### src/rtl/riscv_consts.svh
`ifndef RISCV_CONSTS_SVH
`define RISCV_CONSTS_SVH

// datapath widths
`define XLEN          32
`define REG_COUNT     32
`define REG_ADDR_BITS 5

// fetch advances one word per instruction
`define PC_STEP 4

// major opcodes of the supported subset
`define OP_LOAD   7'b0000011
`define OP_STORE  7'b0100011
`define OP_RTYPE  7'b0110011
`define OP_ITYPE  7'b0010011
`define OP_BRANCH 7'b1100011
`define OP_JAL    7'b1101111

// funct3 for the ALU class
`define F3_ADDSUB 3'b000
`define F3_SLT    3'b010
`define F3_OR     3'b110
`define F3_AND    3'b111

// data memory depth in words
`define DMEM_WORDS 64

`endif
### src/rtl/riscvPkg.sv
`include "riscv_consts.svh"

package riscvPkg;

  typedef logic [`XLEN-1:0] wordT;           // data or address word
  typedef logic [`REG_ADDR_BITS-1:0] regAddrT;

  // ALU operations, gaps are unused codes
  typedef enum logic [2:0] {
    aluAdd = 3'b000,
    aluSub = 3'b001,
    aluAnd = 3'b010,
    aluOr  = 3'b011,
    aluSlt = 3'b101
  } aluOpT;

  // writeback result source
  typedef enum logic [1:0] {
    resultAlu     = 2'b00,
    resultMem     = 2'b01,
    resultPcPlus4 = 2'b10
  } resultSrcT;

  typedef enum logic [1:0] {
    immI = 2'b00,
    immS = 2'b01,
    immB = 2'b10,
    immJ = 2'b11
  } immTypeT;

  // operand forwarding into execute
  typedef enum logic [1:0] {
    fwdNone = 2'b00,
    fwdWb   = 2'b01,
    fwdMem  = 2'b10
  } forwardSelT;

endpackage

### src/rtl/riscvPipeline.sv
`timescale 1ns/100ps
`include "riscv_consts.svh"

module riscvPipeline
  import riscvPkg::*;
(
  input  logic clk,
  input  logic reset,
  output wordT pc,
  input  wordT instr,
  output logic memWrite,
  output wordT dataAdr,
  output wordT writeData,
  input  wordT readData
);

  // fetch
  wordT pcPlus4F;
  wordT pcNext;
  // decode
  wordT instrD, pcD, pcPlus4D;
  regAddrT rs1D, rs2D, rdD;
  wordT rd1D, rd2D, immD;
  logic regWriteD, memWriteD, jumpD, branchD, aluSrcD;
  resultSrcT resultSrcD;
  aluOpT aluOpD;
  // execute
  logic regWriteE, memWriteE, jumpE, branchE, aluSrcE;
  resultSrcT resultSrcE;
  aluOpT aluOpE;
  regAddrT rs1E, rs2E, rdE;
  wordT rd1E, rd2E, pcE, immE, pcPlus4E;
  wordT srcAE, srcBE, writeDataE, aluResultE, pcTargetE;
  logic zeroE, branchTakenE, loadE;
  // memory
  logic regWriteM, memWriteM;
  resultSrcT resultSrcM;
  regAddrT rdM;
  wordT aluResultM, writeDataM, pcPlus4M;
  // writeback
  logic regWriteW;
  resultSrcT resultSrcW;
  regAddrT rdW;
  wordT aluResultW, readDataW, pcPlus4W, resultW;
  // hazards
  logic stall, flushD, flushE;
  forwardSelT forwardA, forwardB;

  function automatic wordT forwardMux(forwardSelT sel, wordT regVal, wordT memVal, wordT wbVal);
    case (sel)
      fwdMem:  return memVal;
      fwdWb:   return wbVal;
      default: return regVal;
    endcase
  endfunction

  assign pcPlus4F = pc + `PC_STEP;
  assign pcNext = branchTakenE ? pcTargetE : pcPlus4F;

  always_ff @(posedge clk) begin
    if (reset)
      pc <= '0;
    else if (!stall)
      pc <= pcNext;
  end

  always_ff @(posedge clk) begin
    if (reset || flushD)
      instrD <= '0;   // zero word decodes as a bubble
    else if (!stall)
      instrD <= instr;
  end

  always_ff @(posedge clk) begin
    if (!stall) begin
      pcD <= pc;
      pcPlus4D <= pcPlus4F;
    end
  end

  assign rs1D = instrD[19:15];
  assign rs2D = instrD[24:20];
  assign rdD = instrD[11:7];

  instrDecoder u_instrDecoder (
    .instr     (instrD),
    .regWrite  (regWriteD),
    .resultSrc (resultSrcD),
    .memWrite  (memWriteD),
    .jump      (jumpD),
    .branch    (branchD),
    .aluSrc    (aluSrcD),
    .aluOp     (aluOpD),
    .imm       (immD)
  );

  regFile u_regFile (
    .clk       (clk),
    .reset     (reset),
    .writeEn   (regWriteW),
    .readAddr1 (rs1D),
    .readAddr2 (rs2D),
    .writeAddr (rdW),
    .writeData (resultW),
    .readData1 (rd1D),
    .readData2 (rd2D)
  );

  // decode to execute, control and indices
  always_ff @(posedge clk) begin
    if (reset || flushE) begin
      regWriteE <= 1'b0;
      resultSrcE <= resultAlu;
      memWriteE <= 1'b0;
      jumpE <= 1'b0;
      branchE <= 1'b0;
      aluSrcE <= 1'b0;
      aluOpE <= aluAdd;
      rs1E <= '0;
      rs2E <= '0;
      rdE <= '0;
    end else begin
      regWriteE <= regWriteD;
      resultSrcE <= resultSrcD;
      memWriteE <= memWriteD;
      jumpE <= jumpD;
      branchE <= branchD;
      aluSrcE <= aluSrcD;
      aluOpE <= aluOpD;
      rs1E <= rs1D;
      rs2E <= rs2D;
      rdE <= rdD;
    end
  end

  always_ff @(posedge clk) begin
    rd1E <= rd1D;
    rd2E <= rd2D;
    pcE <= pcD;
    immE <= immD;
    pcPlus4E <= pcPlus4D;
  end

  assign srcAE = forwardMux(forwardA, rd1E, aluResultM, resultW);
  assign writeDataE = forwardMux(forwardB, rd2E, aluResultM, resultW);
  assign srcBE = aluSrcE ? immE : writeDataE;

  alu u_alu (
    .a      (srcAE),
    .b      (srcBE),
    .aluOp  (aluOpE),
    .result (aluResultE),
    .zero   (zeroE)
  );

  assign pcTargetE = pcE + immE;
  assign branchTakenE = (zeroE && branchE) || jumpE;
  assign loadE = (resultSrcE == resultMem);

  always_ff @(posedge clk) begin
    if (reset) begin
      regWriteM <= 1'b0;
      resultSrcM <= resultAlu;
      memWriteM <= 1'b0;
      rdM <= '0;
    end else begin
      regWriteM <= regWriteE;
      resultSrcM <= resultSrcE;
      memWriteM <= memWriteE;
      rdM <= rdE;
    end
  end

  always_ff @(posedge clk) begin
    aluResultM <= aluResultE;
    writeDataM <= writeDataE;
    pcPlus4M <= pcPlus4E;
  end

  assign memWrite = memWriteM;
  assign dataAdr = aluResultM;
  assign writeData = writeDataM;

  always_ff @(posedge clk) begin
    if (reset) begin
      regWriteW <= 1'b0;
      resultSrcW <= resultAlu;
      rdW <= '0;
    end else begin
      regWriteW <= regWriteM;
      resultSrcW <= resultSrcM;
      rdW <= rdM;
    end
  end

  always_ff @(posedge clk) begin
    aluResultW <= aluResultM;
    readDataW <= readData;   // load data at end of memory stage
    pcPlus4W <= pcPlus4M;
  end

  always_comb begin
    case (resultSrcW)
      resultMem:     resultW = readDataW;
      resultPcPlus4: resultW = pcPlus4W;
      default:       resultW = aluResultW;
    endcase
  end

  hazardUnit u_hazardUnit (
    .rs1D         (rs1D),
    .rs2D         (rs2D),
    .rs1E         (rs1E),
    .rs2E         (rs2E),
    .rdE          (rdE),
    .rdM          (rdM),
    .rdW          (rdW),
    .regWriteM    (regWriteM),
    .regWriteW    (regWriteW),
    .loadE        (loadE),
    .branchTakenE (branchTakenE),
    .stall        (stall),
    .flushD       (flushD),
    .flushE       (flushE),
    .forwardA     (forwardA),
    .forwardB     (forwardB)
  );

endmodule

### src/rtl/hazardUnit.sv
`timescale 1ns/100ps

module hazardUnit
  import riscvPkg::*;
(
  input  regAddrT    rs1D,
  input  regAddrT    rs2D,
  input  regAddrT    rs1E,
  input  regAddrT    rs2E,
  input  regAddrT    rdE,
  input  regAddrT    rdM,
  input  regAddrT    rdW,
  input  logic       regWriteM,
  input  logic       regWriteW,
  input  logic       loadE,
  input  logic       branchTakenE,
  output logic       stall,
  output logic       flushD,
  output logic       flushE,
  output forwardSelT forwardA,
  output forwardSelT forwardB
);

  // memory stage holds the younger result, so it wins
  function automatic forwardSelT pickForward(regAddrT rs);
    forwardSelT sel;
    sel = fwdNone;
    if (regWriteM && (rdM != '0) && (rdM == rs))
      sel = fwdMem;
    else if (regWriteW && (rdW != '0) && (rdW == rs))
      sel = fwdWb;
    return sel;
  endfunction

  always_comb begin
    forwardA = pickForward(rs1E);
    forwardB = pickForward(rs2E);
  end

  // load result not ready until writeback
  assign stall = loadE && (rdE != '0) && ((rdE == rs1D) || (rdE == rs2D));
  assign flushD = branchTakenE;
  assign flushE = branchTakenE || stall;   // bubble into execute

endmodule

### src/rtl/regFile.sv
`timescale 1ns/100ps
`include "riscv_consts.svh"

module regFile
  import riscvPkg::*;
(
  input  logic    clk,
  input  logic    reset,
  input  logic    writeEn,
  input  regAddrT readAddr1,
  input  regAddrT readAddr2,
  input  regAddrT writeAddr,
  input  wordT    writeData,
  output wordT    readData1,
  output wordT    readData2
);

  wordT regs [`REG_COUNT];

  // falling-edge write, so decode reads the writeback value in the same cycle
  always_ff @(negedge clk) begin
    if (reset) begin
      for (int i = 0; i < `REG_COUNT; i++) begin
        regs[i] <= '0;
      end
    end else if (writeEn) begin
      regs[writeAddr] <= writeData;
    end
  end

  assign readData1 = (readAddr1 == '0) ? '0 : regs[readAddr1];   // x0 hardwired
  assign readData2 = (readAddr2 == '0) ? '0 : regs[readAddr2];

endmodule

### src/rtl/alu.sv
`timescale 1ns/100ps
`include "riscv_consts.svh"

module alu
  import riscvPkg::*;
(
  input  wordT  a,
  input  wordT  b,
  input  aluOpT aluOp,
  output wordT  result,
  output logic  zero
);

  logic invB;
  wordT condInvB;
  wordT sum;
  logic overflow;
  logic lessThan;

  // one adder, b inverted plus carry-in for subtract and compare
  assign invB = (aluOp == aluSub) || (aluOp == aluSlt);
  assign condInvB = invB ? ~b : b;
  assign sum = a + condInvB + wordT'(invB);

  // adder inputs agree in sign but the sum does not
  assign overflow = ~(a[`XLEN-1] ^ condInvB[`XLEN-1]) & (a[`XLEN-1] ^ sum[`XLEN-1]);
  assign lessThan = sum[`XLEN-1] ^ overflow;   // signed a < b

  always_comb begin
    case (aluOp)
      aluAdd,
      aluSub:  result = sum;
      aluAnd:  result = a & b;
      aluOr:   result = a | b;
      aluSlt:  result = {{(`XLEN-1){1'b0}}, lessThan};
      default: result = '0;
    endcase
  end

  assign zero = (result == '0);   // beq uses this

endmodule

### src/rtl/instrDecoder.sv
`timescale 1ns/100ps
`include "riscv_consts.svh"

module instrDecoder
  import riscvPkg::*;
(
  input  wordT      instr,
  output logic      regWrite,
  output resultSrcT resultSrc,
  output logic      memWrite,
  output logic      jump,
  output logic      branch,
  output logic      aluSrc,
  output aluOpT     aluOp,
  output wordT      imm
);

  logic [6:0] opcode;
  logic [2:0] funct3;
  immTypeT    immType;
  logic       useFunct;   // ALU class, op taken from funct3
  logic       forceSub;   // beq compares by subtracting
  logic       rtypeSub;

  assign opcode = instr[6:0];
  assign funct3 = instr[14:12];
  // funct7 bit 5 means sub only for register-register ops
  assign rtypeSub = instr[30] && (opcode == `OP_RTYPE);

  // main decoder
  always_comb begin
    regWrite = 1'b0;
    resultSrc = resultAlu;
    memWrite = 1'b0;
    jump = 1'b0;
    branch = 1'b0;
    aluSrc = 1'b0;
    immType = immI;
    useFunct = 1'b0;
    forceSub = 1'b0;
    case (opcode)
      `OP_LOAD: begin
        regWrite = 1'b1;
        resultSrc = resultMem;
        aluSrc = 1'b1;   // base + offset
      end
      `OP_STORE: begin
        memWrite = 1'b1;
        aluSrc = 1'b1;
        immType = immS;
      end
      `OP_RTYPE: begin
        regWrite = 1'b1;
        useFunct = 1'b1;
      end
      `OP_ITYPE: begin
        regWrite = 1'b1;
        aluSrc = 1'b1;
        useFunct = 1'b1;
      end
      `OP_BRANCH: begin
        branch = 1'b1;
        immType = immB;
        forceSub = 1'b1;
      end
      `OP_JAL: begin
        regWrite = 1'b1;
        jump = 1'b1;
        resultSrc = resultPcPlus4;   // link value
        immType = immJ;
      end
      default: ;   // zero word and anything unknown stay a bubble
    endcase
  end

  // ALU operation decoder
  always_comb begin
    if (forceSub) begin
      aluOp = aluSub;
    end else if (!useFunct) begin
      aluOp = aluAdd;   // address generation
    end else begin
      case (funct3)
        `F3_ADDSUB: aluOp = rtypeSub ? aluSub : aluAdd;
        `F3_SLT:    aluOp = aluSlt;
        `F3_OR:     aluOp = aluOr;
        `F3_AND:    aluOp = aluAnd;
        default:    aluOp = aluAdd;
      endcase
    end
  end

  immExtend u_immExtend (
    .instr   (instr),
    .immType (immType),
    .imm     (imm)
  );

endmodule

### src/rtl/immExtend.sv
`timescale 1ns/100ps

module immExtend
  import riscvPkg::*;
(
  input  wordT    instr,
  input  immTypeT immType,
  output wordT    imm
);

  // immediate bits are scattered differently per format
  always_comb begin
    case (immType)
      immI: imm = {{20{instr[31]}}, instr[31:20]};
      immS: imm = {{20{instr[31]}}, instr[31:25], instr[11:7]};
      // branch offset is in half-words, low bit always zero
      immB: imm = {{20{instr[31]}}, instr[7], instr[30:25], instr[11:8], 1'b0};
      immJ: imm = {{12{instr[31]}}, instr[19:12], instr[20], instr[30:21], 1'b0};
      default: imm = '0;
    endcase
  end

endmodule

### config.mk
export PLATFORM = sky130hd
export DESIGN_NAME = riscvPipeline
export DESIGN_NICKNAME = d
export VERILOG_FILES = /design/src/rtl/riscvPkg.sv /design/src/rtl/riscvPipeline.sv /design/src/rtl/hazardUnit.sv /design/src/rtl/regFile.sv /design/src/rtl/alu.sv /design/src/rtl/instrDecoder.sv /design/src/rtl/immExtend.sv
export VERILOG_INCLUDE_DIRS = /design/src /design/src/rtl
export SDC_FILE = /design/constraint.sdc
export NUM_CORES = 2
export LEC_CHECK = 0
export ABC_AREA = 1
export BUFFER_PORTS_ARGS = -buffer_cell sky130_fd_sc_hd__buf_2
export CORE_MARGIN = 3
export CORE_UTILIZATION = 50
export CTS_BUF_LIST = sky130_fd_sc_hd__clkbuf_4 sky130_fd_sc_hd__clkbuf_8
export DETAILED_ROUTE_END_ITERATION = 10
export PLACE_DENSITY_LB_ADDON = 0.12
export SYNTH_ARGS = -nofsm -noshare
export SYNTH_HDL_FRONTEND = slang
export SYNTH_HIERARCHICAL = 1
export SYNTH_SLANG_ARGS = --single-unit
### constraint.sdc
create_clock -name clk -period 7.3 [get_ports clk]
set_clock_uncertainty 0.15 [all_clocks]
set_input_delay 1.46 -clock clk [delete_from_list [all_inputs] [get_ports clk]]
set_output_delay 1.46 -clock clk [all_outputs]
set_load 0.01 [all_outputs]
# [Word-level counts from Yosys, hierarchy flattened]
# Memory sizes are Yosys's and may differ from the RTL's. A register that Yosys moved wholly into a read port is not among the register bits.
# Cells that the tools add are included.
[op_classes] n_addsub=4 mul=0 div_mod_pow=0 n_lt_le_gt_ge=0 n_eq_ne=29 n_shift=0 muxes=32 bitwise_logic=9 n_reduce_logical=31
[ops] op="$pmux W32 S4" count=2
[ops] op="$pmux W32 S2" count=3
[ops] op="$mux W32" count=4
[ops] op="$add A32 B32 Y32" count=2
[ops] op="$add A32 B1 Y32" count=1
[ops] op="$add A32 B3 Y32 const B" count=1
[ops] op="$and A32 B32 Y32" count=1
[ops] op="$logic_not A32 Y1" count=1
[ops] op="$not A32 Y32" count=1
[ops] op="$or A32 B32 Y32" count=1
[ops] op="$reduce_or A32 Y1" count=1
[ops] op="$eq A5 B5 Y1" count=6
[ops] op="$mux W1" count=17
[ops] op="$reduce_bool A5 Y1" count=3
[ops] op="$eq A7 B6 Y1 const B" count=2
[ops] op="$eq A7 B7 Y1 const B" count=2
[ops] op="$pmux W3 S4" count=1
[ops] op="$eq A2 B1 Y1 const B" count=5
[ops] op="$eq A2 B2 Y1 const B" count=5
[ops] op="$logic_and A1 B1 Y1" count=10
[ops] op="$logic_not A5 Y1" count=2
[ops] op="$eq A3 B2 Y1 const B" count=3
[ops] op="$eq A3 B3 Y1 const B" count=3
[ops] op="$eq A7 B2 Y1 const B" count=1
[ops] op="other kinds (15)" count=27
[word_totals] regBits=458 latchBits=0 mem_bits_rw=1024 romBits=0 input_bits=66 out_inout_bits=97 memories=1
[memory_table] name="u_regFile.regs" depth=32 word_bits=32 rd=2 rd_clocked_by_memory_dff=2 wr=32 line="regFile.sv:18" text="wordT regs [`REG_COUNT];"

# [Depth between registers and ports, before layout]
[depth] ltp_word=22 mapped_depth=44 mapped_depth_nobuf=41

# [Modules after synthesis]
# The synthesis kept the hierarchy.
[by_module_without_submodules] mod="regFile" instances=1 cells_per_inst=7281 area_per_inst_um2=56925.8
[by_module_without_submodules] mod="riscvPipeline" instances=1 cells_per_inst=2038 area_per_inst_um2=18133.6
[by_module_without_submodules] mod="alu" instances=1 cells_per_inst=724 area_per_inst_um2=3719.8
[by_module_without_submodules] mod="hazardUnit" instances=1 cells_per_inst=99 area_per_inst_um2=515.5
[by_module_without_submodules] mod="immExtend" instances=1 cells_per_inst=61 area_per_inst_um2=309.0
[by_module_without_submodules] mod="instrDecoder" instances=1 cells_per_inst=48 area_per_inst_um2=195.2

==> impl_results.md <==
- First-pass GRT wire length: 473400 microns
- Initial Util: 50.73%
- RSZ-0062 raised after global routing: false
- Post-Syn Area per Cell: 7.785 sq um
- Initial antenna violation count: 24
- Synth Register Bits: 1542
- Register area: 41780 sq um
- Root buf cell: clkbuf_8
- Area of the multi-input gates: 32540 sq um
- Clk pwr share: 41.3%
- Switching share of power: 36.93%
- Ranking of synthesized cells by area: edfxtp_1 (41%), nand2_1 (14%), dfxtp_1 (11%)
- Share of layout cells above drive strength 1: 8.758%
- Mapped Cells: 10250
- GR Util All Layers: 39.38%
- Fill cells: 14350
- # DRC: 0
- GRT overflow: 0
- Sequential fraction of the synthesis area: 52.31%
- DR pass1 iterations: 10
- WS Path Type: flop to flop
- Number of synthesized flops with an enable pin: 1086
- DR WL/cell: 24.46 microns
- FFs w/ async S/R, synth: 0%
- Ys Warns: 6
- Synth Flop Type: edfxtp_1
- Actual slew at the worst max-slew pin: 1.279 ns
- WP depth: 11
- Worst skew pair latency: 1.02 ns
- DRT Wirelength: 330800 microns
- Pint: 16.32 mW
- Net switching power: 9.556 mW
- DIE HEIGHT: 405.5 microns
- Part of the power in registers: 39.8%
- CP max FO: 34
- Vias after detailed routing: 78770
- FP Rows: 145
- Final ANT Viol Nets: 0
- WHS Path Cells: 0
- Worst hold path type: flop to flop
- Area of the die: 164400 sq um
- WHS: 0.1481 ns
- DR iter-0 viols: 12760
- Max Cap Viol: 0
- Hpwl dp: 203100 microns
- Final-report hold violation count: 0
- Nets: 11390
- Startpoint Class: flop
- Die X: 405.5 microns
- Crit path cell chain: inv_1 -> ha_1 -> buf_4 -> clkinv_1 -> buf_4 -> nand3_1 -> o21ai_0 -> inv_1 -> inv_1 -> buf_4 -> nor2_1
- GPL Wtd Cong: 0.9744
- PortBufs: 162
- Mapped Nets: 10390
- Combinational share of power: 18.9%
- CP bufs+invs: 7
- Largest net degree at the start of global routing: 151
- Sink Count: 1542
- Status: completed
- Area Overhead vs Synth: 15.40%
- Clock tree buffer depth: 4
- Vias in the first global route: 74920
- Crit path capture type: flop
- Top delay family on crit path: buffers and inverters
- Share of the synthesized area in the top cell type: 40.87%
- CP Data Arrival Time: 3.86 ns
- CTS tree: yes
- Top-Level Pins: 163
- Cell Area, Synth: 79800 sq um
- Reg clk slew, reported paths: 0.06 ns
- Max transition margin: 14.66%
- Vias per cell: 5.824
- Core area: 157300 sq um
- Num CTS Buffers: 295
- Post-synth top area cell: edfxtp_1
- Max IR drop VDD: 0.0002269 V
- Netlist cell types: 49
- Synth cell count leaders: nand2_1 (2891), nor2_1 (2083), nand3_1 (1128)
- Final slew viol count: 0
- Static Leak: 44.10 nW
- Worst Path Required: 4.15 ns
- R2R cell count: 11
- Pwr Density: 281.0 nW/um^2
- Final setup violation count: 0
- Worst path max stage delay: 0.55 ns
- Htree depth: 5
- Final setup TNS: 0 ns
- Slowest cell on crit path: buf_4
- Top-count cell post-synth: nand2_1
-- cell usage in the layout, fill, tap and decap left out, drive strengths merged, types with 29 or more instances in the layout --
cell,instances
edfxtp,1086
xnor2,51
o21ai,508
nand3,1131
inv,1639
ha,75
nand2,2918
dfxtp,456
clkinv,29
nor2,2108
clkbuf,356
xor2,29
buf,408
a22oi,68
a21oi,364
nor3,41
clkinvlp,50
-- state kept, by name, indices dropped and copies added, names as in the netlist, 30 cells and up --
signal,cells
pcPlus4E,32
readDataW,32
aluResultW,32
pcPlus4W,32
immE,32
pc,32
instrD,32
u_regFile/regs,1024
rd2E,32
pcE,30
pcPlus4M,32
dataAdr,32
writeData,32
rd1E,32
pcPlus4D,30
pcD,32
-- worst reg2reg max path, stage by stage (launching register included) --
cell and delay (ns):
dfxtp_1 0.41, inv_1 0.07, ha_1 0.29, buf_4 0.23, clkinv_1 0.07, buf_4 0.39
nand3_1 0.26, o21ai_0 0.13, inv_1 0.11, inv_1 0.14, buf_4 0.55, nor2_1 0.19
-- final cells by class --
cell class | instances | area share, %
sequential | 1542 | 45.36
multi-input combinational | 7415 | 35.34
clock inverter | 1169 | 5.266
clock buffer | 356 | 5.103
timing repair buffer | 408 | 3.755
tap | 2058 | 2.796
inverter | 563 | 2.342
antenna | 13 | 0.03533
-- final timing paths --
| path | start | to | slack (ns) |
|---|---|---|---|
| max | resultSrcW[0] | u_regFile/regs[26][31] | 0.30 |
| min | pcPlus4E[20] | pcPlus4M[20] | 0.15 |
| max reg2reg | resultSrcW[0] | u_regFile/regs[26][31] | 0.30 |
| min reg2reg | pcPlus4E[20] | pcPlus4M[20] | 0.15 |
-- power by group through the flow --
stage	clock, mW	sequential (mW)	combinational [mW]
floorplan	0.829	10.2	2.41
global placement	0.829	10.4	4.59
detailed placement	0.829	10.4	4.62
CTS	10.9	10.3	4.64
global route	11.8	10.3	5.03
finish	10.7	10.3	4.88
-- routing by layer --
layer	part of all wire, %	global-route usage, %	vias to the layer above
met5	0.024	0	-
met2	41	54.79	5780
met4	5.6	22.90	14
li1	-	-	35320
met1	38	52.42	36770
met3	15	14.56	887
-- what timing repair did --
action	in CTS	in global routing
resized for setup	0	4
setup buffers	0	0
setup endpoints to repair	0	82
hold buffers	0	0
-- per-stage QoR --
| stage | instances | instance area [sq um] | utilization, % | setup slack (ns) | total power, mW |
|---|---|---|---|---|---|
| 3_3_place_gp | 11990 | 82500 | 52.45 | 0.3085 | 15.81 |
| 5_1_grt | 13510 | 92060 | 58.53 | 0.02762 | 27.10 |
| 2_1_floorplan | 10250 | 79800 | - | 0.03723 | 13.48 |
| 4_1_cts | 13510 | 92040 | 58.52 | 0.4284 | 25.77 |
| 6_report | 13520 | 92090 | 58.55 | 0.2971 | 25.88 |
| 3_5_place_dp | 11990 | 82500 | 52.45 | 0.3046 | 15.84 |
-- cells by family (layout without fill, tap and decap cells) --
group           count (synthesis)  after routing  synth area share, %
compound gates               1000           1000                6.681
xor+xnor                       80             80               0.8780
fa+ha+maj                      82             82                1.289
buf+inv                      1294           2496                7.053
flops                        1542           1542                52.31
other cells                     0             13                    0
simple gates                 6253           6253                31.79
(Power assumes the default switching activity.)
